## src/rv_backend_pkg.sv

```systemverilog
/*
  RISC-V back end shared definitions
  Widths, data RAM geometry and the memory/write-back encodings
*/
`default_nettype none

package rv_backend_pkg;

  // Datapath and register file geometry
  localparam int XLEN_W     = 32;
  localparam int REG_ADDR_W = 5;
  localparam int REG_COUNT  = 32;  // Integer registers x0..x31

  // Data RAM, byte address bits 9:0 used
  localparam int DMEM_WORDS  = 256;
  localparam int DMEM_ADDR_W = 8;  // Word index taken from address bits 9:2

  // Memory operation carried from execute
  typedef enum logic [3:0] {
    MEM_NONE = 4'd0,
    MEM_LB   = 4'd1,
    MEM_LH   = 4'd2,
    MEM_LW   = 4'd3,
    MEM_LBU  = 4'd4,
    MEM_LHU  = 4'd5,
    MEM_SB   = 4'd6,
    MEM_SH   = 4'd7,
    MEM_SW   = 4'd8
  } mem_op_e;

  // Write-back source
  typedef enum logic [1:0] {
    WB_ALU = 2'd0,  // ALU result
    WB_MEM = 2'd1,  // Extended load data
    WB_PC4 = 2'd2   // Link address for JAL/JALR
  } wb_sel_e;

endpackage

`default_nettype wire

```

## src/writeback_regfile.sv

```systemverilog
/*
  Write-back stage and integer register file
  Selects the result source, writes x1..x31 and serves a debug read port
*/
`timescale 1ns/1ns
`default_nettype none

module writeback_regfile import rv_backend_pkg::*; (
  input  logic              clk,
  input  logic              reset_n,
  input  logic              wbs_valid,
  input  logic [XLEN_W-1:0] wbs_alu_result,
  input  logic [XLEN_W-1:0] wbs_load_data,
  input  logic [REG_ADDR_W-1:0] wbs_rd_addr,
  input  logic              wbs_reg_write,
  input  wb_sel_e           wbs_wb_sel,
  input  logic [XLEN_W-1:0] wbs_pc_plus_4,
  input  logic [REG_ADDR_W-1:0] dbg_rs_addr,
  output logic              wb_valid,
  output logic [REG_ADDR_W-1:0] wb_rd_addr,
  output logic              wb_reg_write,
  output logic [XLEN_W-1:0] wb_data,
  output logic [XLEN_W-1:0] dbg_rs_data
);

  logic [XLEN_W-1:0] regs [REG_COUNT];
  logic              rf_we;

  // Result source select
  always_comb begin
    case (wbs_wb_sel)
      WB_ALU:  wb_data = wbs_alu_result;
      WB_MEM:  wb_data = wbs_load_data;
      WB_PC4:  wb_data = wbs_pc_plus_4;
      default: wb_data = '0;
    endcase
  end

  // Request as applied to the register file
  assign wb_valid     = wbs_valid;
  assign wb_rd_addr   = wbs_rd_addr;
  assign wb_reg_write = wbs_reg_write;

  // x0 is hardwired, its writes are dropped
  assign rf_we = wbs_valid && wbs_reg_write && (wbs_rd_addr != '0);

  always_ff @(posedge clk or negedge reset_n) begin
    if (!reset_n) begin
      for (int i = 0; i < REG_COUNT; i++) begin
        regs[i] <= '0;
      end
    end else if (rf_we) begin
      regs[wbs_rd_addr] <= wb_data;
    end
  end

  // Debug read, no bypass of the write in flight
  assign dbg_rs_data = (dbg_rs_addr == '0) ? '0 : regs[dbg_rs_addr];

endmodule

`default_nettype wire

```

## config.mk

```make
export PLATFORM = sky130hd
export DESIGN_NAME = writeback_regfile
export DESIGN_NICKNAME = d
export VERILOG_FILES = /design/src/rv_backend_pkg.sv /design/src/writeback_regfile.sv
export SDC_FILE = /design/constraint.sdc
export NUM_CORES = 2
export LEC_CHECK = 0
export BUFFER_PORTS_ARGS = -buffer_cell sky130_fd_sc_hd__buf_2
export CAP_MARGIN = 20
export CORE_ASPECT_RATIO = 0.9
export CORE_MARGIN = 1
export CORE_UTILIZATION = 52
export CTS_CLUSTER_DIAMETER = 30
export DETAILED_ROUTE_END_ITERATION = 10
export HOLD_SLACK_MARGIN = 0.05
export PLACE_DENSITY = 0.69
export SLEW_MARGIN = 25
export SYNTH_ARGS = -nofsm -noshare
export SYNTH_HDL_FRONTEND = slang
export SYNTH_SLANG_ARGS = --single-unit
```

## constraint.sdc

```tcl
create_clock -name clk -period 6 [get_ports clk]
set_input_delay 0.9 -clock clk [delete_from_list [all_inputs] [get_ports clk]]
set_output_delay 0.9 -clock clk [all_outputs]
set_load 0.02 [all_outputs]
```

==> flow_summary.toml <==
[global_route]
largest_net_degree_at_the_start_of_global_routing = 180
grt-ovfl-total = 0
grt_pass1_vias = 33500
antenna_found_initial = 2
grt_first_pass_wirelength_um = 207100
global_route.usage.total_pct = 31.41

[clock_network]
path_clk_slew_ns = 0.05
cts_tree = "built"
clock_tree.htree_level_count = 4
cell_chosen_for_the_clock_root = "sky130_fd_sc_hd__clkbuf_16"
postCtsSetupRepairBufs = 0
cts_made_buffers = 190
tritoncts_num_sinks = 1024
cts_resized = 0
max_root_sink_buffers = 3
clk_latency_ns = 0.76
hold_fix_buffers_at_cts = 0

[routing]
wl_met2_um = 62030
average_wire_per_cell_in_the_routed_design_um = 24.43
met3RoutedLength_um = 13390
drtPass1Iterations = 8
dr.first_iter.drc_count = 3593
antenna_left = 0
viasPerCell = 6.077
m1WireLength_um = 56110
detail_route.wirelength_um = 135600
topRoutingLayerUsed = "met4"
vias = 33730
drt_drc_violations_left = 0

[floorplanning]
die_height_um = 281.9
boundaryPins = 183
design.die.area_um2 = 88230
die_width_um = 313.0
rows = 102
initial_utilization_pct = 52.54
core_area_um2 = 86150

[placement]
port-buffer-count = 182
gpl.final_weighted_congestion = 0.8085
post-place-cells = 5187
dp.final_hpwl_um = 77770

[timing]
worst_hold_slack_ns = 0.2115
grt_setup_unrepaired = "no"
timing.final.hold_violations = 0
timing.final.crit_share_pct = 78.16
tightestPinTransition_ns = 1.039
finalCriticalPeriod_ns = 4.690
maxSlewViolCount = 0
setup-violations-final = 0
max_slew_margin_pct = 30.50
clock_skew_ns = 0
max_freq_ghz = 0.2132
setup_tns_ns = 0

[critical_path]
critPathLaunchType = "primary input"
timing.critical_path.slowest_stage_cell = "sky130_fd_sc_hd__a311oi_1"
cp.buffers_inverters = 3
timing.critical_path.fanout_max = 39
path_cells = "buf_6 -> nor2_4 -> buf_4 -> a221oi_1 -> o21ai_0 -> a311oi_1 -> buf_2"
critPathCaptureType = "output pin"
cp_data_required_time_ns = 5.10
cp_top_family = "compound AO/OA/AOI/OAI gates"
timing.setup.critical_path_class = "in2out"
worstPathArrival_ns = 3.79
critical_path.max_stage_delay_ns = 0.86

[logic_synthesis]
synth_area_leaders = "sky130_fd_sc_hd__dfrtp_1, sky130_fd_sc_hd__mux4_2, sky130_fd_sc_hd__a21oi_1"
synth.cells.most_frequent = "sky130_fd_sc_hd__dfrtp_1, sky130_fd_sc_hd__nor2_1, sky130_fd_sc_hd__a21oi_1"
synthMostInstantiatedCell = "sky130_fd_sc_hd__dfrtp_1"
synthCells = 4198
synthArstFlopShare_pct = 100.0
yosysUniqueCellTypes = 43
syn_area_per_cell_um2 = 10.78
synthesis.nets = 4310
ys_ff_latch = 1024
synth_top_area_share_pct = 56.62
synth-warning-count = 0
synth_sequential_area_ratio_pct = 56.62
synth-edff-count = 0
ys.flop_type = "sky130_fd_sc_hd__dfrtp_1"
mapped_area_um2 = 45260
netlist.top_cell.by_area = "sky130_fd_sc_hd__dfrtp_1"

[finish]
top_register = "regs"
largest_registers_ranked_by_flip_flop_count = "regs: 1024 flops"
flip_flop_count_of_the_largest_register_all_copies_and_words_added = 1024
ff_latch_area_um2 = 25620
layout-area-overhead-vs-synth_pct = 18.99
finish.net_count = 4352
num-fill-cells = 6551
drive_gt1_share_pct = 22.55
post_layout_nonfiller_instances = 5550
footprint_of_the_multi_input_gates_um2 = 17800

[worst_hold_path]
path_class_of_the_lowest_slack_min_delay_path = "in2async"

[pwr]
vdd_ir_drop_max_uv = 264.0
power_per_cell_area_nw_per_um2 = 423.3
power_leakage_nw = 24.24

[status]
status = "completed"

[job]
max_cap_violations = 0
-- area by class of cell --
| cell class | instances | share of cell area (%) |
|---|---|---|
| multi-input combinational | 2691 | 33.06 |
| antenna | 2 | 0.009293 |
| sequential | 1024 | 47.58 |
| clock inverter | 129 | 3.229 |
| timing repair buffer | 300 | 3.794 |
| inverter | 33 | 0.2323 |
| tap | 1144 | 2.658 |
| clock buffer | 227 | 9.441 |
-- kinds of logic (layout without fill, tap and decap cells) --
family,count (synthesis),count (layout),synth area share (%)
buffers and inverters,483,689,4.683
AND/OR/NAND/NOR,1132,1132,10.17
other,0,2,0
flip-flops,1024,1024,56.62
multiplexers,352,352,14.07
AO/OA/AOI/OAI,1207,1207,14.46
-- final timing paths --
| path | start | cells past startpoint | slack (ns) | to |
|---|---|---|---|---|
| min in group clk | regs[1013]$_DFFE_PN0P_ | 0 | 0.37 | regs[1013]$_DFFE_PN0P_ |
| hold reg to reg | regs[1013]$_DFFE_PN0P_ | 0 | 0.37 | regs[1013]$_DFFE_PN0P_ |
| max in group asynchronous | reset_n | 3 | 4.30 | regs[972]$_DFFE_PN0P_ |
| hold / removal | reset_n | 1 | 0.21 | regs[1016]$_DFFE_PN0P_ |
| setup reg to reg | regs[486]$_DFFE_PN0P_ | 2 | 5.25 | regs[486]$_DFFE_PN0P_ |
| setup / recovery | dbg_rs_addr[0] | 7 | 1.31 | dbg_rs_data[30] |
-- worst reg2reg max path, cell delays in order, from the launching register on --
cell and delay [ns]:
sky130_fd_sc_hd__dfrtp_1 0.39, sky130_fd_sc_hd__nand2_1 0.08, sky130_fd_sc_hd__o21ai_0 0.14
-- where the power goes --
| group | switching, W | internal, W | total (W) |
|---|---|---|---|
| Combinational | 0.00160 | 0.00134 | 0.00293 |
| Clock | 0.00390 | 0.00719 | 0.0111 |
| Sequential | 0.000652 | 0.00812 | 0.00877 |
| Total | 0.00615 | 0.0166 | 0.0228 |
-- metal layers --
| metal | vias up | track usage (%) |
|---|---|---|
| met5 | - | 0 |
| met4 | 0 | 11.54 |
| met3 | 250 | 7.980 |
| met2 | 1514 | 47.15 |
| met1 | 17160 | 44.47 |
| li1 | 14800 | - |
-- through the flow --
step | util [%] | power (W) | cell area (µm²) | worst slack [ns]
6_report | 62.52 | 0.02280 | 53860 | 1.310
5_1_grt | 62.51 | 0.02369 | 53850 | 1.213
4_1_cts | 62.40 | 0.02286 | 53750 | 1.290
3_5_place_dp | 54.48 | 0.01172 | 46930 | 1.289
3_3_place_gp | 54.46 | 0.01159 | 46910 | 1.293
2_1_floorplan | - | 0.01076 | 45260 | 2.485
-- cells in the final DEF, fill, tap and decap left out, types with 31 or more instances in the layout --
cell and count:
sky130_fd_sc_hd__clkbuf_16 191, sky130_fd_sc_hd__mux2i_1 96, sky130_fd_sc_hd__nor2_1 802, sky130_fd_sc_hd__o21ai_1 44, sky130_fd_sc_hd__nand2_1 245, sky130_fd_sc_hd__buf_4 101
sky130_fd_sc_hd__mux2_2 32, sky130_fd_sc_hd__dfrtp_1 1024, sky130_fd_sc_hd__inv_1 32, sky130_fd_sc_hd__a21oi_2 60, sky130_fd_sc_hd__nor2b_1 34, sky130_fd_sc_hd__a211oi_1 32
sky130_fd_sc_hd__clkinvlp_4 31, sky130_fd_sc_hd__o21ai_0 235, sky130_fd_sc_hd__mux4_2 224, sky130_fd_sc_hd__a311oi_1 32, sky130_fd_sc_hd__a22oi_1 32, sky130_fd_sc_hd__buf_2 178
sky130_fd_sc_hd__a21oi_1 740
Power figures use the tool's default switching activity.
